$ cat src/common/cpu_pkg.sv
package cpu_pkg;

    //////////////////////////////////////////////////////////////////////
    // ALU operations
    //////////////////////////////////////////////////////////////////////

    // Decoded by the front end, carried into execute
    // 3 bits so every code is a defined operation
    typedef enum logic [2:0] {
        ALU_ADD = 3'd0,     // a + b
        ALU_SUB = 3'd1,     // a - b, also used for branch compare
        ALU_AND = 3'd2,     // Bitwise and
        ALU_OR  = 3'd3,     // Bitwise or
        ALU_XOR = 3'd4,     // Bitwise xor
        ALU_SLT = 3'd5,     // Signed a < b, gives 1 or 0
        ALU_SLL = 3'd6,     // Shift left logical by b[4:0]
        ALU_SRL = 3'd7      // Shift right logical by b[4:0]
    } alu_op_e;

    // Branches are SUB plus the zero flag
    // Loads and stores form their address with ADD

endpackage

$ cat src/common/ex_mem_if.sv
`timescale 1ns/1ps

interface ex_mem_if #(
    parameter int WORD_SIZE = 32,
    parameter int REG_SEL   = 5,
    parameter int ADDR_SIZE = 10
);

    // Data fields
    logic [ADDR_SIZE-1:0] branch_target;    // pc + imm
    logic [WORD_SIZE-1:0] alu_result;       // ALU output, also memory address
    logic [WORD_SIZE-1:0] write_data;       // Store data from rs2
    logic [REG_SEL-1:0]   rd;               // Destination register

    // Control fields, all low means bubble
    logic alu_zero;
    logic branch;
    logic jump;
    logic mem_read;
    logic mem_write;
    logic reg_write;

    modport producer (
        output branch_target, alu_result, write_data, rd,
        output alu_zero, branch, jump, mem_read, mem_write, reg_write
    );

    modport consumer (
        input branch_target, alu_result, write_data, rd,
        input alu_zero, branch, jump, mem_read, mem_write, reg_write
    );

endinterface

$ cat src/execute/alu.sv
`timescale 1ns/1ps

module alu #(
    parameter int WORD_SIZE = 32
) (
    input  logic                 clk,       // Assertion sampling only
    input  logic                 rst,
    input  cpu_pkg::alu_op_e     op,
    input  logic [WORD_SIZE-1:0] a,
    input  logic [WORD_SIZE-1:0] b,
    output logic [WORD_SIZE-1:0] result,
    output logic                 zero
);

    logic [4:0] shamt;

    assign shamt = b[4:0];  // Shift amount from low bits of b

    always_comb begin
        case (op)
            cpu_pkg::ALU_ADD: result = a + b;
            cpu_pkg::ALU_SUB: result = a - b;
            cpu_pkg::ALU_AND: result = a & b;
            cpu_pkg::ALU_OR:  result = a | b;
            cpu_pkg::ALU_XOR: result = a ^ b;
            cpu_pkg::ALU_SLT: result = {{(WORD_SIZE-1){1'b0}}, $signed(a) < $signed(b)};
            cpu_pkg::ALU_SLL: result = a << shamt;
            cpu_pkg::ALU_SRL: result = a >> shamt;
            default:          result = {WORD_SIZE{1'b0}};
        endcase
    end

    assign zero = (result == {WORD_SIZE{1'b0}});   // Branch taken on SUB when equal

    // Opcode from the front end must carry no unknown bits
    a_op_defined: assert property (
        @(posedge clk) disable iff (rst)
        !$isunknown(op)
    );

endmodule

$ cat src/execute/execute_stage.sv
`timescale 1ns/1ps

module execute_stage #(
    parameter int WORD_SIZE = 32,
    parameter int NUM_REGS  = 32,
    parameter int ADDR_SIZE = 10,
    localparam int REG_SEL  = $clog2(NUM_REGS)
) (
    input  logic                 clk,
    input  logic                 rst,
    input  logic [ADDR_SIZE-1:0] pc,            // PC of the issued instruction
    input  cpu_pkg::alu_op_e     alu_op,
    input  logic [REG_SEL-1:0]   rs1,
    input  logic [REG_SEL-1:0]   rs2,
    input  logic [REG_SEL-1:0]   rd,
    input  logic [WORD_SIZE-1:0] imm,
    input  logic                 use_imm,       // Operand b from imm
    input  logic                 branch,
    input  logic                 jump,
    input  logic                 mem_read,
    input  logic                 mem_write,
    input  logic                 reg_write,
    input  logic [WORD_SIZE-1:0] rs1_data,
    input  logic [WORD_SIZE-1:0] rs2_data,
    output logic [REG_SEL-1:0]   rs1_sel,       // To register file
    output logic [REG_SEL-1:0]   rs2_sel,
    ex_mem_if.producer           ex_bus
);

    logic [WORD_SIZE-1:0] op_b;

    assign rs1_sel = rs1;
    assign rs2_sel = rs2;
    assign op_b    = use_imm ? imm : rs2_data;

    alu #(
        .WORD_SIZE (WORD_SIZE)
    ) alu0 (
        .clk    (clk),
        .rst    (rst),
        .op     (alu_op),
        .a      (rs1_data),
        .b      (op_b),
        .result (ex_bus.alu_result),
        .zero   (ex_bus.alu_zero)
    );

    // Branch target from PC and truncated immediate
    assign ex_bus.branch_target = pc + imm[ADDR_SIZE-1:0];
    assign ex_bus.write_data    = rs2_data;     // Store data
    assign ex_bus.rd            = rd;

    // Control bits pass straight through
    assign ex_bus.branch    = branch;
    assign ex_bus.jump      = jump;
    assign ex_bus.mem_read  = mem_read;
    assign ex_bus.mem_write = mem_write;
    assign ex_bus.reg_write = reg_write;

endmodule

$ cat src/flat_wrapper.sv
// flat-port wrapper written by rule: the top's interface ports become plain ports
module execute_stage_flat 
#(
    parameter int WORD_SIZE = 32,
    parameter int NUM_REGS  = 32,
    parameter int ADDR_SIZE = 10,
    localparam int REG_SEL  = $clog2(NUM_REGS)
)
  (clk, rst, pc, alu_op, rs1, rs2, rd, imm, use_imm, branch, jump, mem_read, mem_write, reg_write, rs1_data, rs2_data, rs1_sel, rs2_sel, ex_bus_branch_target, ex_bus_alu_result, ex_bus_write_data, ex_bus_rd, ex_bus_alu_zero, ex_bus_branch, ex_bus_jump, ex_bus_mem_read, ex_bus_mem_write, ex_bus_reg_write);
  ex_mem_if #(.WORD_SIZE(WORD_SIZE), .ADDR_SIZE(ADDR_SIZE)) ex_bus_i ();
  input  logic clk;
  input  logic rst;
  input  logic [ADDR_SIZE-1:0] pc;
  input  cpu_pkg::alu_op_e alu_op;
  input  logic [REG_SEL-1:0] rs1;
  input  logic [REG_SEL-1:0] rs2;
  input  logic [REG_SEL-1:0] rd;
  input  logic [WORD_SIZE-1:0] imm;
  input  logic use_imm;
  input  logic branch;
  input  logic jump;
  input  logic mem_read;
  input  logic mem_write;
  input  logic reg_write;
  input  logic [WORD_SIZE-1:0] rs1_data;
  input  logic [WORD_SIZE-1:0] rs2_data;
  output logic [REG_SEL-1:0] rs1_sel;
  output logic [REG_SEL-1:0] rs2_sel;
  output wire logic [$bits(ex_bus_i.branch_target)-1:0] ex_bus_branch_target;
  output wire logic [$bits(ex_bus_i.alu_result)-1:0] ex_bus_alu_result;
  output wire logic [$bits(ex_bus_i.write_data)-1:0] ex_bus_write_data;
  output wire logic [$bits(ex_bus_i.rd)-1:0] ex_bus_rd;
  output wire logic [$bits(ex_bus_i.alu_zero)-1:0] ex_bus_alu_zero;
  output wire logic [$bits(ex_bus_i.branch)-1:0] ex_bus_branch;
  output wire logic [$bits(ex_bus_i.jump)-1:0] ex_bus_jump;
  output wire logic [$bits(ex_bus_i.mem_read)-1:0] ex_bus_mem_read;
  output wire logic [$bits(ex_bus_i.mem_write)-1:0] ex_bus_mem_write;
  output wire logic [$bits(ex_bus_i.reg_write)-1:0] ex_bus_reg_write;
  assign ex_bus_branch_target = ex_bus_i.branch_target;
  assign ex_bus_alu_result = ex_bus_i.alu_result;
  assign ex_bus_write_data = ex_bus_i.write_data;
  assign ex_bus_rd = ex_bus_i.rd;
  assign ex_bus_alu_zero = ex_bus_i.alu_zero;
  assign ex_bus_branch = ex_bus_i.branch;
  assign ex_bus_jump = ex_bus_i.jump;
  assign ex_bus_mem_read = ex_bus_i.mem_read;
  assign ex_bus_mem_write = ex_bus_i.mem_write;
  assign ex_bus_reg_write = ex_bus_i.reg_write;
  execute_stage #(.WORD_SIZE(WORD_SIZE), .NUM_REGS(NUM_REGS), .ADDR_SIZE(ADDR_SIZE)) u_core (.clk(clk), .rst(rst), .pc(pc), .alu_op(alu_op), .rs1(rs1), .rs2(rs2), .rd(rd), .imm(imm), .use_imm(use_imm), .branch(branch), .jump(jump), .mem_read(mem_read), .mem_write(mem_write), .reg_write(reg_write), .rs1_data(rs1_data), .rs2_data(rs2_data), .rs1_sel(rs1_sel), .rs2_sel(rs2_sel), .ex_bus(ex_bus_i));
endmodule
$ cat config.mk
export PLATFORM = sky130hd
export DESIGN_NAME = execute_stage_flat
export DESIGN_NICKNAME = d
export VERILOG_FILES = /design/src/common/cpu_pkg.sv /design/src/common/ex_mem_if.sv /design/src/execute/alu.sv /design/src/execute/execute_stage.sv /design/src/flat_wrapper.sv
export SDC_FILE = /design/constraint.sdc
export NUM_CORES = 1
export LEC_CHECK = 0
export BUFFER_PORTS_ARGS = -buffer_cell sky130_fd_sc_hd__buf_2
export CAP_MARGIN = 5
export CELL_PAD_IN_SITES_DETAIL_PLACEMENT = 0
export CELL_PAD_IN_SITES_GLOBAL_PLACEMENT = 1
export CORE_MARGIN = 5
export CORE_UTILIZATION = 45
export DETAILED_ROUTE_END_ITERATION = 10
export PLACE_DENSITY = 0.87
export REMOVE_ABC_BUFFERS = 1
export SYNTH_ARGS = -nofsm -noshare
export SYNTH_HDL_FRONTEND = slang
export SYNTH_HIERARCHICAL = 1
export SYNTH_SLANG_ARGS = --single-unit
export TNS_END_PERCENT = 5
$ cat constraint.sdc
create_clock -name vclk -period 17.8
set_input_delay 1.78 -clock vclk [all_inputs]
set_output_delay 1.78 -clock vclk [all_outputs]
set_load 0.005 [all_outputs]
==> impl_metrics.toml <==
[grt]
antenna_found_initial = 1
grt_max_degree = 70
grt_pass1_wl_um = 76200
grt-ovfl-total = 0
grt_util_all_layers = 0.348
grt_pass1_vias = 11900

[pwr]
p_leak_nw = 5.17
p_total_mw = 0.490
powerDensity_nw_per_um2 = 42.5
ir_drop_v = 0.0000234

[sta]
worstMarginPinSlew_ns = 1.12
slew_headroom = 0.252
finalCritPeriodShare = 0.556
hold_violations = 0
fmax_mhz = 101
finalCriticalPeriod_ns = 9.89
slew_viol_final = 0
setup_viol = 0
worst_hold_slack_ns = 3.56
fin_tns_setup_ns = 0
rsz0062_at_grt = "no"

[floorplan]
num_rows = 57
die_area_um2 = 27600
die_x_um = 166
core_area_um2 = 24200
initial_core_util = 0.453
ios = 227
die_h_um = 166

[worst_setup_path]
critPathSlowestCell = "a2111oi_0"
crit_path_cell_trace = "buf_2 > mux2_4 > buf_4 > mux4_2 > a222oi_1 > nand2b_1 > a41oi_1 > a2111oi_0 > o2111ai_1 > or4_1 > or4b_1 > nor4_1 > nand4b_1 > nor4_2 > buf_2"
endpoint_kind = "primary output"
cp_top_family = "simple AND/OR/NAND/NOR gates"
crit_cells = 15
path_max_fanout = 57
critPathBufInv = 3
worst_path_most_repeated_cell = "buf_2"
critPathRequiredTime_ns = 16.02
cpPeakStageDelay_ns = 0.78
crit_arrival_ns = 8.11
criticalPathCategory = "in -> out"
start_kind = "input pin"

[synth]
yosys.cell_types.count = 88
synthTopCellsByArea = "ha_1, mux4_2, mux2_2"
yosys_warnings = 6
syn_area_um2 = 11000
syn_inst = 1532
ys_seq_area_frac = 0
avgSynthCellArea_um2 = 7.15
synthTopCellsByCount = "nor2_1, ha_1, nand2_1, a21oi_1, inv_1"
yosysMostFrequentCell = "nor2_1"
synth_top_area_frac = 0.121
yosysTopAreaCell = "ha_1"

[run_status]
status = "complete, no violations"

[cells_and_area]
layout-drive-gt1-share = 0.218
area.sequential_um2 = 0
fin_cells = 1886
area_delta_synth_final_pct = 5.34
clkbuf_count = 0
layout.nets = 1805
diodes = 0
nFlopsAndLatches = 0
fin_util = 0.477

[routing]
ant_nets = 0
wl_per_cell_um = 27.6
dr.first_iter.drc_count = 2182
drc = 0
viasPerCell = 7.13
wirelength_um = 52100
firstDrtPassIters = 9
vias = 13400

[cts]
hold_buffers = 0
postCtsResizedCells = 0
post-cts-setup-buffer-count = 0

[placed_design]
port_buffers = 185
place.gp.congestion = 1.08
hpwlAfterDp_um = 40400
place_inst = 1886

[min_path]
holdPathStages = 0
hold_path_class = "in -> out"

[run]
max_cap_viol_count = 0
==> final cells by class <==
class              count  area [um^2]
multi-input cells   1251         9650
inverters            104          390
well taps            324          405
repair buffers       207         1090
fillers             2562        12600
==> cell usage in the layout (no fill, tap or decap), types with 31 or more instances in the layout <==
| cell | Yosys | routed |
|---|---|---|
| a211oi_1 | 35 | 35 |
| a21o_1 | 31 | 31 |
| a21oi_1 | 104 | 104 |
| buf_2 | 20 | 185 |
| ha_1 | 106 | 106 |
| inv_1 | 102 | 102 |
| mux2_2 | 62 | 60 |
| mux2i_1 | 66 | 66 |
| mux4_2 | 39 | 39 |
| nand2_1 | 105 | 105 |
| nor2_1 | 146 | 146 |
| nor3_1 | 34 | 33 |
| o21ai_0 | 81 | 81 |
==> final timing paths <==
| check | start | slack, ns | endpoint |
|---|---|---|---|
| hold / removal | rs1[2] | 3.56 | rs1_sel[2] |
| setup / recovery | use_imm | 7.91 | ex_bus_alu_zero |
==> metal layers <==
| metal | GRT usage | share of wire | vias up |
|---|---|---|---|
| met5 | 0 | 0.00025 | - |
| met4 | 0.0925 | 0.039 | 2 |
| met3 | 0.0700 | 0.13 | 149 |
| met2 | 0.529 | 0.42 | 1061 |
| met1 | 0.503 | 0.41 | 6435 |
| li1 | - | - | 5791 |
==> logic make-up (layout without fill, tap and decap cells) <==
logic type | Yosys count | in the layout | share of synthesized area
fa+ha+maj | 109 | 109 | 0.127
buf+inv | 281 | 311 | 0.121
simple gates | 448 | 448 | 0.199
mux | 177 | 177 | 0.218
compound gates | 489 | 489 | 0.313
xor+xnor | 28 | 28 | 0.0224
==> per-stage QoR <==
step           setup WS, ns  area [um^2]
2_1_floorplan          8.66        10000
3_3_place_gp           8.18        11500
3_5_place_dp           8.19        11500
4_1_cts                8.18        11500
5_1_grt                7.80        11500
6_report               7.91        11500
==> report_power, final <==
group / switching [mW] / internal, mW / total (mW) / leakage [nW]
Combinational: 0.311 / 0.180 / 0.490 / 5.17
Sequential: 0 / 0 / 0 / 0
Clock: 0 / 0 / 0 / 0
Power figures use the tool's default switching activity.
