==> src/common/ex_mem_if.sv <==
`timescale 1ns/1ps

interface ex_mem_if #(
    parameter int WORD_SIZE = 32,
    parameter int REG_SEL   = 5,
    parameter int ADDR_SIZE = 10
);

    // Data fields
    logic [ADDR_SIZE-1:0] branch_target;    // pc + imm
    logic [WORD_SIZE-1:0] alu_result;       // ALU output, also memory address
    logic [WORD_SIZE-1:0] write_data;       // Store data from rs2
    logic [REG_SEL-1:0]   rd;               // Destination register

    // Control fields, all low means bubble
    logic alu_zero;
    logic branch;
    logic jump;
    logic mem_read;
    logic mem_write;
    logic reg_write;

    modport producer (
        output branch_target, alu_result, write_data, rd,
        output alu_zero, branch, jump, mem_read, mem_write, reg_write
    );

    modport consumer (
        input branch_target, alu_result, write_data, rd,
        input alu_zero, branch, jump, mem_read, mem_write, reg_write
    );

endinterface

==> src/ex_mem_reg.sv <==
`timescale 1ns/1ps

module ex_mem_reg #(
    parameter int WORD_SIZE = 32,
    parameter int NUM_REGS  = 32,
    parameter int ADDR_SIZE = 10,
    localparam int REG_SEL  = $clog2(NUM_REGS)
) (
    input  logic        clk,
    input  logic        rst,
    ex_mem_if.consumer  in_bus,     // From execute
    ex_mem_if.producer  out_bus     // To memory stage
);

    always_ff @(posedge clk or posedge rst) begin
        if (rst) begin
            out_bus.branch_target <= {ADDR_SIZE{1'b0}};
            out_bus.alu_result    <= {WORD_SIZE{1'b0}};
            out_bus.write_data    <= {WORD_SIZE{1'b0}};
            out_bus.rd            <= {REG_SEL{1'b0}};
            out_bus.alu_zero      <= 1'b0;
            out_bus.branch        <= 1'b0;     // Reset state is a bubble
            out_bus.jump          <= 1'b0;
            out_bus.mem_read      <= 1'b0;
            out_bus.mem_write     <= 1'b0;
            out_bus.reg_write     <= 1'b0;
        end else begin
            out_bus.branch_target <= in_bus.branch_target;
            out_bus.alu_result    <= in_bus.alu_result;
            out_bus.write_data    <= in_bus.write_data;
            out_bus.rd            <= in_bus.rd;
            out_bus.alu_zero      <= in_bus.alu_zero;
            out_bus.branch        <= in_bus.branch;
            out_bus.jump          <= in_bus.jump;
            out_bus.mem_read      <= in_bus.mem_read;
            out_bus.mem_write     <= in_bus.mem_write;
            out_bus.reg_write     <= in_bus.reg_write;
        end
    end

    // One memory access per instruction
    a_rd_wr_excl: assert property (
        @(posedge clk) disable iff (rst) !(out_bus.mem_read && out_bus.mem_write));

    // Branch and jump are distinct instruction classes
    a_br_jmp_excl: assert property (
        @(posedge clk) disable iff (rst) !(out_bus.branch && out_bus.jump));

endmodule

==> src/flat_wrapper.sv <==
// flat-port wrapper written by rule: the top's interface ports become plain ports
module ex_mem_reg_flat 
#(
    parameter int WORD_SIZE = 32,
    parameter int NUM_REGS  = 32,
    parameter int ADDR_SIZE = 10,
    localparam int REG_SEL  = $clog2(NUM_REGS)
)
  (clk, rst, in_bus_branch_target, in_bus_alu_result, in_bus_write_data, in_bus_rd, in_bus_alu_zero, in_bus_branch, in_bus_jump, in_bus_mem_read, in_bus_mem_write, in_bus_reg_write, out_bus_branch_target, out_bus_alu_result, out_bus_write_data, out_bus_rd, out_bus_alu_zero, out_bus_branch, out_bus_jump, out_bus_mem_read, out_bus_mem_write, out_bus_reg_write);
  ex_mem_if #(.WORD_SIZE(WORD_SIZE), .ADDR_SIZE(ADDR_SIZE)) in_bus_i ();
  ex_mem_if #(.WORD_SIZE(WORD_SIZE), .ADDR_SIZE(ADDR_SIZE)) out_bus_i ();
  input  logic clk;
  input  logic rst;
  input wire logic [$bits(in_bus_i.branch_target)-1:0] in_bus_branch_target;
  input wire logic [$bits(in_bus_i.alu_result)-1:0] in_bus_alu_result;
  input wire logic [$bits(in_bus_i.write_data)-1:0] in_bus_write_data;
  input wire logic [$bits(in_bus_i.rd)-1:0] in_bus_rd;
  input wire logic [$bits(in_bus_i.alu_zero)-1:0] in_bus_alu_zero;
  input wire logic [$bits(in_bus_i.branch)-1:0] in_bus_branch;
  input wire logic [$bits(in_bus_i.jump)-1:0] in_bus_jump;
  input wire logic [$bits(in_bus_i.mem_read)-1:0] in_bus_mem_read;
  input wire logic [$bits(in_bus_i.mem_write)-1:0] in_bus_mem_write;
  input wire logic [$bits(in_bus_i.reg_write)-1:0] in_bus_reg_write;
  output wire logic [$bits(out_bus_i.branch_target)-1:0] out_bus_branch_target;
  output wire logic [$bits(out_bus_i.alu_result)-1:0] out_bus_alu_result;
  output wire logic [$bits(out_bus_i.write_data)-1:0] out_bus_write_data;
  output wire logic [$bits(out_bus_i.rd)-1:0] out_bus_rd;
  output wire logic [$bits(out_bus_i.alu_zero)-1:0] out_bus_alu_zero;
  output wire logic [$bits(out_bus_i.branch)-1:0] out_bus_branch;
  output wire logic [$bits(out_bus_i.jump)-1:0] out_bus_jump;
  output wire logic [$bits(out_bus_i.mem_read)-1:0] out_bus_mem_read;
  output wire logic [$bits(out_bus_i.mem_write)-1:0] out_bus_mem_write;
  output wire logic [$bits(out_bus_i.reg_write)-1:0] out_bus_reg_write;
  assign in_bus_i.branch_target = in_bus_branch_target;
  assign in_bus_i.alu_result = in_bus_alu_result;
  assign in_bus_i.write_data = in_bus_write_data;
  assign in_bus_i.rd = in_bus_rd;
  assign in_bus_i.alu_zero = in_bus_alu_zero;
  assign in_bus_i.branch = in_bus_branch;
  assign in_bus_i.jump = in_bus_jump;
  assign in_bus_i.mem_read = in_bus_mem_read;
  assign in_bus_i.mem_write = in_bus_mem_write;
  assign in_bus_i.reg_write = in_bus_reg_write;
  assign out_bus_branch_target = out_bus_i.branch_target;
  assign out_bus_alu_result = out_bus_i.alu_result;
  assign out_bus_write_data = out_bus_i.write_data;
  assign out_bus_rd = out_bus_i.rd;
  assign out_bus_alu_zero = out_bus_i.alu_zero;
  assign out_bus_branch = out_bus_i.branch;
  assign out_bus_jump = out_bus_i.jump;
  assign out_bus_mem_read = out_bus_i.mem_read;
  assign out_bus_mem_write = out_bus_i.mem_write;
  assign out_bus_reg_write = out_bus_i.reg_write;
  ex_mem_reg #(.WORD_SIZE(WORD_SIZE), .NUM_REGS(NUM_REGS), .ADDR_SIZE(ADDR_SIZE)) u_core (.clk(clk), .rst(rst), .in_bus(in_bus_i), .out_bus(out_bus_i));
endmodule
==> config.mk <==
export PLATFORM = sky130hd
export DESIGN_NAME = ex_mem_reg_flat
export DESIGN_NICKNAME = d
export VERILOG_FILES = /design/src/common/ex_mem_if.sv /design/src/ex_mem_reg.sv /design/src/flat_wrapper.sv
export SDC_FILE = /design/constraint.sdc
export NUM_CORES = 1
export LEC_CHECK = 0
export BUFFER_PORTS_ARGS = -buffer_cell sky130_fd_sc_hd__clkbuf_2
export CORE_MARGIN = 3
export CORE_UTILIZATION = 36
export DETAILED_ROUTE_END_ITERATION = 10
export GPL_TIMING_DRIVEN = 0
export PLACE_DENSITY = 0.75
export SLEW_MARGIN = 20
export SYNTH_ARGS = -nofsm -noshare
export SYNTH_HDL_FRONTEND = slang
export SYNTH_SLANG_ARGS = --single-unit
==> constraint.sdc <==
create_clock -name clk -period 3.25 [get_ports clk]
set_input_delay 0.8125 -clock clk [delete_from_list [all_inputs] [get_ports clk]]
set_output_delay 0.8125 -clock clk [all_outputs]
set_load 0.02 [all_outputs]
==> results.md, run 1 <==
* Result of the run: finished, final reports clean
* Endpoint kind of the worst setup timing path: output pin
* Mean instance size in the synthesized netlist at 24.78 sq um
* Buffer depth of the longest clock path at 2
* Clock period minus worst slack at 1.682 ns
* Global-route met3 utilization at 0.06647
* Layer with the highest usage after global routing: met2
* Number of nets in the layout at 356
* Die extent in x at 82.94 microns
* Slowest CP cell: sky130_fd_sc_hd__dfrtp_1
* Wire length per cell at 14.11 microns
* Placed Cells incl. Taps at 330
* Kind of critical path: reg2out
* RSZ-0062 raised after global routing: no
* GR Util met1 at 0.1736
* Sequential cell area at 2127 sq um
* Number of nets in the synthesized netlist at ~170
* Setup total negative slack at 0 ns
* Startpoint kind of the worst setup timing path: flip-flop
* CTS Hold Bufs at 0
* Count of antenna diodes in the layout at 0
* Proportion of synthesized chip area in sequential cells at 0.9982
* Cell area after synthesis at 2131 sq um
* Area of the multi-input gates at 0 sq um
* Final weighted congestion in routability-driven placement at 0.6954
* Post-route total power at 1.953 mW
* Register bit total from synthesis at 85
* Gate count of the mapped netlist at 86
* Max Transition Viols Final at 0
* Count of endpoints failing hold in the final timing report at 0
* Sinks on the clock net at 85
* Global Route Usage Sum at 0.1531
* CTS Root Buffer Type: sky130_fd_sc_hd__clkbuf_8
* TritonCTS clock tree: done
* Post-CTS Resized at 0
* Std-Cell Core Area at around 5600 sq um
* Count of max-cap constraint violations at 0
* Worst-case setup slack after placement at 1.709 ns
* # rows at 27
* Number of port buffers at around 170
* Final wirelength at 4854 microns
* Placement Cell Area at 3099 sq um
* Largest cells by area after synthesis: sky130_fd_sc_hd__dfrtp_1 (100%), sky130_fd_sc_hd__inv_1 (0.18%)
* Via-per-instance ratio at 4.052
* Syn-to-layout area delta at 53.20%
* Number of DRC violations after detailed-routing iteration 0 at 18
* Biggest fanout along the worst timing path at 1
* Layout Cell Area excl Fill at roughly 3300 sq um
* Post-CTS Setup Bufs at 0
* Met2 global-route usage at 0.2434
* Critical path's largest stage delay at a little under 0.4 ns
* First drt pass iteration count at 4
* Layout cells sized above 1 at 0.6838
* Total number of vias at about 1,400
* Slack of the critical path at about 1.6 ns
* Required arrival time at the worst endpoint at 2.44 ns
* Transition at the pin with the smallest max-transition slack at 0.5587 ns
* Total congestion overflow at 0
* Maximum number of pins on one net before global-route repair at 47
* Critical path cell sequence: clkbuf_2
* Count of cell types in the netlist at 2
* Multi-input gates at 0
* Worst IR drop on VDD at 0.2962 mV
* Hold crit path type: in2async
* Final instance count without filler cells at 344
* Syn. warnings at 0
* Pwr/cell area at 598.3 nW/um^2
* Highest achievable clock rate at around 590 MHz
* Number of buffers and inverters on the critical path at 1
* DIE HEIGHT at roughly 83 microns
* Arrival time of data at the critical path endpoint at 0.87 ns
* Yosys top cell area share at 0.9982
* Setup violations, final at 0
* Clock slew at reported path FFs at approximately 0.080 ns
* First-pass GRT wire length at 7962 microns
* Fillcell total at 465
* Max-Slew Margin vs Limit at 0.6276
* Family of cells with the greatest summed delay on the critical path: flip-flops
* Yosys top cell by area: sky130_fd_sc_hd__dfrtp_1
* Inserted Clock Buffers at 9
* Ports placed on the boundary at 172
* Full die area at between 6000 and 7000 sq um
* Static leakage at about 1.8 nW
* DRC violation count after routing at 0
* Antenna violations before repair at 0
* Half-perimeter wire length after placement at ~3900 microns
* Detail Route Antenna Nets at 0
* Number of global-route vias before repair at 1,569
* H-tree lvl count at 3
* Initial standard-cell utilization of the core at 0.3800
* Period utilisation layout at 0.5176
final cells by class:
| cell class | count | area share |
|---|---|---|
| clock buffer | 12 | 0.04753 |
| timing repair buffer | 172 | 0.2683 |
| sequential | 85 | 0.6516 |
| tap | 72 | 0.02760 |
| inverter | 1 | 0.001916 |
| clock inverter | 2 | 0.003066 |
Yosys cell counts:
cell type,count
sky130_fd_sc_hd__dfrtp_1,85
sky130_fd_sc_hd__inv_1,1
cells in the final DEF, fill, tap and decap left out:
cell type / n
sky130_fd_sc_hd__clkbuf_2: 171
sky130_fd_sc_hd__clkbuf_1: 1
sky130_fd_sc_hd__inv_4: 1
sky130_fd_sc_hd__clkbuf_8: 11
sky130_fd_sc_hd__dfrtp_1: 85
sky130_fd_sc_hd__clkinv_2: 2
sky130_fd_sc_hd__buf_12: 1
path summary, 6_finish.rpt:
kind                                                          from  slack [ns]  depth (start not counted)                                 endpoint
worst max-delay path       u_core.out_bus.alu_result[11]$_DFF_PP0_        1.57                          1                   out_bus_alu_result[11]
min in group clk                                   in_bus_mem_read        0.58                          1        u_core.out_bus.mem_read$_DFF_PP0_
max in group asynchronous                                      rst        2.12                          3  u_core.out_bus.alu_result[11]$_DFF_PP0_
worst min-delay path                                           rst        0.54                          2   u_core.out_bus.write_data[6]$_DFF_PP0_
metrics by stage:
step	utilization	hold WS, ns
3_3_place_gp	0.5486	0.9199
6_report	0.5821	0.5399
4_1_cts	0.5821	0.5432
2_1_floorplan	-	0.8439
5_1_grt	0.5821	0.5453
3_5_place_dp	0.5527	0.9114
sequential cells by signal (all words and copies together) (netlist names):
signal	count
u_core.out_bus.rd	5
u_core.out_bus.alu_zero	1
u_core.out_bus.branch	1
u_core.out_bus.branch_target	10
u_core.out_bus.mem_read	1
u_core.out_bus.alu_result	32
u_core.out_bus.reg_write	1
u_core.out_bus.write_data	32
u_core.out_bus.jump	1
u_core.out_bus.mem_write	1
kinds of logic (layout without fill, tap and decap cells):
logic type | count (synthesis) | in the layout | share of synthesized area
flip-flops | 85 | 85 | 0.9982
buffers and inverters | 1 | 187 | 0.001760
report_power, final:
| group | leakage, nW | internal [mW] | switching, mW |
|---|---|---|---|
| Combinational | 0.724 | 0.0738 | 0.125 |
| Clock | 0.0881 | 0.309 | 0.321 |
| Sequential | 0.990 | 1.11 | 0.0142 |
| Total | 1.80 | 1.49 | 0.460 |
layer usage:
metal | share of wire | wire length, microns
met1 | 0.36 | 1756
met2 | 0.50 | 2424
met3 | 0.12 | 560
met4 | 0.023 | 112
met5 | 0 | 0
No activity file was read; power rests on OpenSTA's default activity.
==> run 2: changes to the inputs <==
Clock period 3.25 ns to 1.6 ns, I/O delays scaled along.
==> results.md, run 2 (synthesis results as in run 1) <==
* First drt pass iteration count at 2 (was 4)
* Total number of vias at 1,383 (was 1,394)
* Top Registers: u_core.out_bus.alu_result: 32 flops, u_core.out_bus.write_data: 32 flops, u_core.out_bus.branch_target: 10 flops (unchanged)
* Worst hold slack at 0.05624 ns (was 0.5399 ns)
* Static leakage at 1.834 nW (was 1.803 nW)
* Maximum number of pins on one net before global-route repair at 38 (was 47)
* Post-CTS Resized at 0 (unchanged)
* Post-CTS Setup Bufs at 0 (unchanged)
* Startpoint kind of the worst setup timing path: flip-flop (unchanged)
* Final instance count without filler cells at 347 (was 344)
* Worst IR drop on VDD at 0.7081 mV (was 0.2962 mV)
* Multi-input gates at 0 (unchanged)
* Total congestion overflow at 0 (unchanged)
* Half-perimeter wire length after placement at 3699 microns (was 3879 microns)
* Number of buffers and inverters on the critical path at 1 (unchanged)
* Arrival time of data at the critical path endpoint at 0.87 ns (about the same)
* Result of the run: finished, final reports clean (unchanged)
* Layout cells sized above 1 at 0.6873 (was 0.6838)
* H-tree lvl count at 3 (unchanged)
* Placed Cells incl. Taps at 331 (was 330)
* Biggest fanout along the worst timing path at 1 (unchanged)
* DIE HEIGHT at 82.94 microns (unchanged)
* Std-Cell Core Area at 5608 sq um (unchanged)
* Transition at the pin with the smallest max-transition slack at 0.4228 ns (was 0.5587 ns)
* Max-Slew Margin vs Limit at 0.7176 (was 0.6276)
* Highest achievable clock rate at a little under 800 MHz
* Final wirelength at 4569 microns (was 4854 microns)
* Required arrival time at the worst endpoint at 1.20 ns (was 2.44 ns)
* Buffer depth of the longest clock path at 2 (unchanged)
* Area of the multi-input gates at 0 sq um (unchanged)
* Syn-to-layout area delta at 56.96% (was 53.20%)
* Count of max-cap constraint violations at 0 (unchanged)
* Via-per-instance ratio at 3.986 (was 4.052)
* Detail Route Antenna Nets at 0 (unchanged)
* Antenna violations before repair at 0 (unchanged)
* Hold crit path type: in2async (unchanged)
* Setup violations, final at 0 (unchanged)
* Number of DRC violations after detailed-routing iteration 0 at 21 (was 18)
* # rows at 27 (unchanged)
* Number of port buffers at 171 (unchanged)
* Critical path's largest stage delay at 0.39 ns (about the same)
* DRC violation count after routing at 0 (unchanged)
* Pwr/cell area at 1291 nW/um^2 (was 598.3 nW/um^2)
* CTS Root Buffer Type: sky130_fd_sc_hd__clkbuf_8 (unchanged)
* Sinks on the clock net at 85 (unchanged)
* RSZ-0062 raised after global routing: no (unchanged)
* Count of antenna diodes in the layout at 0 (unchanged)
* Period utilisation layout at 0.7907
* Post-layout utilization of the core at 0.5964 (was 0.5821)
* Number of global-route vias before repair at 1,551 (was 1,569)
* Final weighted congestion in routability-driven placement at 0.7426 (was 0.6954)
* Endpoint kind of the worst setup timing path: output pin (unchanged)
* Max Transition Viols Final at 0 (unchanged)
* Kind of critical path: reg2out (unchanged)
* Global Route Usage Sum at 0.1429 (was 0.1531)
* Die extent in x at 82.94 microns (unchanged)
* Critical path cell sequence: clkbuf_2 (unchanged)
* Most used cells in the layout excluding fill and tap cells: sky130_fd_sc_hd__clkbuf_2 (171), sky130_fd_sc_hd__dfrtp_1 (85), sky130_fd_sc_hd__clkbuf_8 (10), sky130_fd_sc_hd__bufinv_16 (2), sky130_fd_sc_hd__buf_12 (2) (was sky130_fd_sc_hd__clkbuf_2 (171), sky130_fd_sc_hd__dfrtp_1 (85), sky130_fd_sc_hd__clkbuf_8 (11), sky130_fd_sc_hd__clkinv_2 (2))
* Family of cells with the greatest summed delay on the critical path: flip-flops (unchanged)
* Ports placed on the boundary at 172 (unchanged)
* Number of nets in the layout at 357 (was 356)
* CTS Hold Bufs at 0 (unchanged)
* Most frequent standard cell in the layout excluding fill and tap cells: sky130_fd_sc_hd__clkbuf_2 (unchanged)
* TritonCTS clock tree: done (unchanged)
* Slowest CP cell: sky130_fd_sc_hd__dfrtp_1 (unchanged)
* Full die area at 6878 sq um (unchanged)
* First-pass GRT wire length at 7555 microns (was 7962 microns)
* Count of endpoints failing hold in the final timing report at 0 (unchanged)
* Clock slew at reported path FFs at 0.08 ns (about the same)
* Clock period minus worst slack at 1.265 ns
* Inserted Clock Buffers at 9 (unchanged)
* Wire length per cell at 13.17 microns (was 14.11 microns)
* Initial standard-cell utilization of the core at 0.3800 (unchanged)
* Levels on crit path at 1 (unchanged)
run 2: cell count changes in the layout (fill, tap and decap cells not counted), sizes merged:
| cell | delta |
|---|---|
| clkbuf | -1 |
| buf | +1 |
| bufinv | +2 |
| clkinvlp | +1 |
run 2: per-stage QoR:
stage	instance area [sq um]	power (mW)	worst slack [ns]	setup TNS (ns)
detailed placement	3120	2.745	0.6518	0
global route	3344	4.549	0.2706	0
finish	3344	4.318	0.3350	0
global placement	3080	2.722	-0.2281	-19.09
CTS	3344	4.395	0.3012	0
floorplan	2135	2.504	0.2202	0
run 2: layout make-up:
cell class / instances / area, sq um
fill: 467 / 2263
clock inverter: 5 / 82.58
timing repair buffer: 173 / 895.9
inverter: 1 / 7.507
tap: 72 / 90.09
sequential: 85 / 2127
clock buffer: 11 / 141.4
run 2: path summary, 6_finish.rpt:
kind / from / slack [ns] / endpoint
setup / recovery: u_core.out_bus.write_data[25]$_DFF_PP0_ / 0.33 / out_bus_write_data[25]
hold / removal: rst / 0.06 / u_core.out_bus.alu_result[10]$_DFF_PP0_
max in group asynchronous: rst / 1.04 / u_core.out_bus.branch_target[1]$_DFF_PP0_
min in group clk: in_bus_write_data[31] / 0.17 / u_core.out_bus.write_data[31]$_DFF_PP0_
run 2: power by group:
part           total (mW)  switching [mW]  internal (mW)
clock                1.63           0.699          0.929
combinational       0.409           0.254          0.155
sequential           2.28          0.0275           2.25
run 2: per-layer routing:
metal  track usage  up-vias  share of wire  routed length, microns
met4       0.08767        0          0.023                     107
met1        0.1632      643           0.35                    1610
met2        0.2223      100           0.51                    2326
li1              -      630              -                       -
met5             0        -              0                       0
met3       0.06052       10           0.12                     526
==> run 3: changes to the inputs <==
Settings changed: ABC_AREA set to 1.
Clock period 1.6 ns to 1.3 ns, I/O delays scaled along.
==> results.md, run 3 (synthesis results as in run 1) <==
* Antenna violations before repair at 0 (unchanged)
* Number of global-route vias before repair at 1,564 (was 1,551)
* Multi-input gates at 0 (unchanged)
* Critical path's largest stage delay at 0.39 ns (about the same)
* Std-Cell Core Area at 5608 sq um (unchanged)
* Setup violations, final at 0 (unchanged)
* Maximum number of pins on one net before global-route repair at 38 (unchanged)
* # rows at 27 (unchanged)
* Via-per-instance ratio at 3.983 (was 3.986)
* Hold crit path type: in2reg (was in2async)
* Wire length per cell at 13.19 microns (was 13.17 microns)
* Period utilisation layout at 0.9154
* Global Route Usage Sum at 0.1435 (was 0.1429)
* Total number of vias at 1,386 (was 1,383)
* Max-Slew Margin vs Limit at 0.7176 (about the same)
* Count of endpoints failing hold in the final timing report at 0 (unchanged)
* RSZ-0062 raised after global routing: no (unchanged)
* Number of DRC violations after detailed-routing iteration 0 at 21 (unchanged)
* Syn-to-layout area delta at 57.43% (was 56.96%)
* Worst IR drop on VDD at 0.8715 mV (was 0.7081 mV)
* Critical path cell sequence: clkbuf_2 (unchanged)
* Clock period minus worst slack at 1.190 ns
* DRC violation count after routing at 0 (unchanged)
* Result of the run: finished, final reports clean (unchanged)
* Count of antenna diodes in the layout at 0 (unchanged)
* Fillcell total at 466 (was 467)
* Family of cells with the greatest summed delay on the critical path: flip-flops (unchanged)
* First-pass GRT wire length at 7590 microns (was 7555 microns)
* Startpoint kind of the worst setup timing path: flip-flop (unchanged)
* Count of max-cap constraint violations at 0 (unchanged)
* CTS Root Buffer Type: sky130_fd_sc_hd__clkbuf_8 (unchanged)
* Biggest fanout along the worst timing path at 1 (unchanged)
* Kind of critical path: reg2out (unchanged)
* Layout Cell Area excl Fill at 3354 sq um (was 3344 sq um)
* Number of port buffers at 171 (unchanged)
* Pwr/cell area at 1585 nW/um^2 (was 1291 nW/um^2)
* Post-CTS Setup Bufs at 0 (unchanged)
* Clock slew at reported path FFs at 0.08 ns (about the same)
* Post-CTS Resized at 0 (unchanged)
* First drt pass iteration count at 2 (unchanged)
* Highest achievable clock rate at between 800 and 900 MHz
* Top Registers: u_core.out_bus.alu_result: 32 flops, u_core.out_bus.write_data: 32 flops, u_core.out_bus.branch_target: 10 flops (unchanged)
* Arrival time of data at the critical path endpoint at 0.87 ns (about the same)
* Most frequent standard cell in the layout excluding fill and tap cells: sky130_fd_sc_hd__clkbuf_2 (unchanged)
* Transition at the pin with the smallest max-transition slack at 0.4227 ns (was 0.4228 ns)
* Worst hold slack at 0.09444 ns (was 0.05624 ns)
* Total congestion overflow at 0 (unchanged)
* Max Transition Viols Final at 0 (unchanged)
* Sinks on the clock net at 85 (unchanged)
* Ports placed on the boundary at 172 (unchanged)
* DIE HEIGHT at 82.94 microns (unchanged)
* Layer with the highest usage after global routing: met2 (unchanged)
* Final weighted congestion in routability-driven placement at 0.7426 (unchanged)
* Initial standard-cell utilization of the core at 0.3800 (unchanged)
* Detail Route Antenna Nets at 0 (unchanged)
* H-tree lvl count at 3 (unchanged)
* Post-route total power at 5.317 mW (was 4.318 mW)
* Global-route met3 utilization at 0.06052 (unchanged)
* Number of nets in the layout at 358 (was 357)
* Endpoint kind of the worst setup timing path: output pin (unchanged)
* Static leakage at 1.838 nW (was 1.834 nW)
* Most used cells in the layout excluding fill and tap cells: sky130_fd_sc_hd__clkbuf_2 (171), sky130_fd_sc_hd__dfrtp_1 (85), sky130_fd_sc_hd__clkbuf_8 (10), sky130_fd_sc_hd__bufinv_16 (2), sky130_fd_sc_hd__buf_12 (2) (unchanged)
* Inserted Clock Buffers at 9 (unchanged)
* Full die area at 6878 sq um (unchanged)
* Slowest CP cell: sky130_fd_sc_hd__dfrtp_1 (unchanged)
* Half-perimeter wire length after placement at 3699 microns (unchanged)
* Required arrival time at the worst endpoint at 0.98 ns (was 1.20 ns)
* Buffer depth of the longest clock path at 2 (unchanged)
* GR Util met1 at 0.1632 (unchanged)
* Placement Cell Area at 3120 sq um (unchanged)
* TritonCTS clock tree: done (unchanged)
* Final wirelength at 4589 microns (was 4569 microns)
* Number of buffers and inverters on the critical path at 1 (unchanged)
* Met2 global-route usage at 0.2245 (was 0.2223)
* Area of the multi-input gates at 0 sq um (unchanged)
* Layout cells sized above 1 at 0.6848 (was 0.6873)
* Die extent in x at 82.94 microns (unchanged)
[run 3: changes by cell type in the layout (fill, tap and decap cells not counted), sizes merged]
cell / change
dlygate4sd3: +1
[run 3: path summary, 6_finish.rpt]
kind	from	endpoint	slack [ns]	cells after the start
setup / recovery	u_core.out_bus.write_data[25]$_DFF_PP0_	out_bus_write_data[25]	0.11	1
hold / removal	in_bus_write_data[31]	u_core.out_bus.write_data[31]$_DFF_PP0_	0.09	1
max in group asynchronous	rst	u_core.out_bus.branch_target[1]$_DFF_PP0_	0.25	4
min in group asynchronous	rst	u_core.out_bus.alu_result[10]$_DFF_PP0_	0.55	3
[run 3: repair_timing]
action	in CTS	in global routing
setup endpoints to repair	0	0
hold buffers	1	0
endpoints found under the hold margin	16	0
[run 3: area by class of cell]
| cell class | count | area (sq um) | area share |
|---|---|---|---|
| sequential | 85 | 2127 | 0.6341 |
| clock inverter | 5 | 82.58 | 0.02462 |
| tap | 72 | 90.09 | 0.02686 |
| clock buffer | 11 | 141.4 | 0.04215 |
| inverter | 1 | 7.507 | 0.002238 |
| timing repair buffer | 174 | 905.9 | 0.2700 |
[run 3: layer usage]
| metal | part of all wire | routed length [microns] |
|---|---|---|
| met3 | 0.11 | 522 |
| met4 | 0.023 | 107 |
| met2 | 0.51 | 2347 |
| met5 | 0 | 0 |
| met1 | 0.35 | 1612 |
[run 3: power by group]
part	internal, mW	switching, mW
combinational	0.192	0.313
clock	1.14	0.860
sequential	2.77	0.0338
total	4.11	1.21
[run 3: through the flow]
stage                     instances  worst slack (ns)    util  setup TNS (ns)
after floorplan                  86         -0.004797       -         -0.4078
after detailed placement        331            0.4268  0.5564               0
after global routing            348           0.04558  0.5982               0
after global placement          329           -0.4531  0.5493          -38.21
final                           348            0.1100  0.5982               0
after CTS                       348           0.07621  0.5982               0
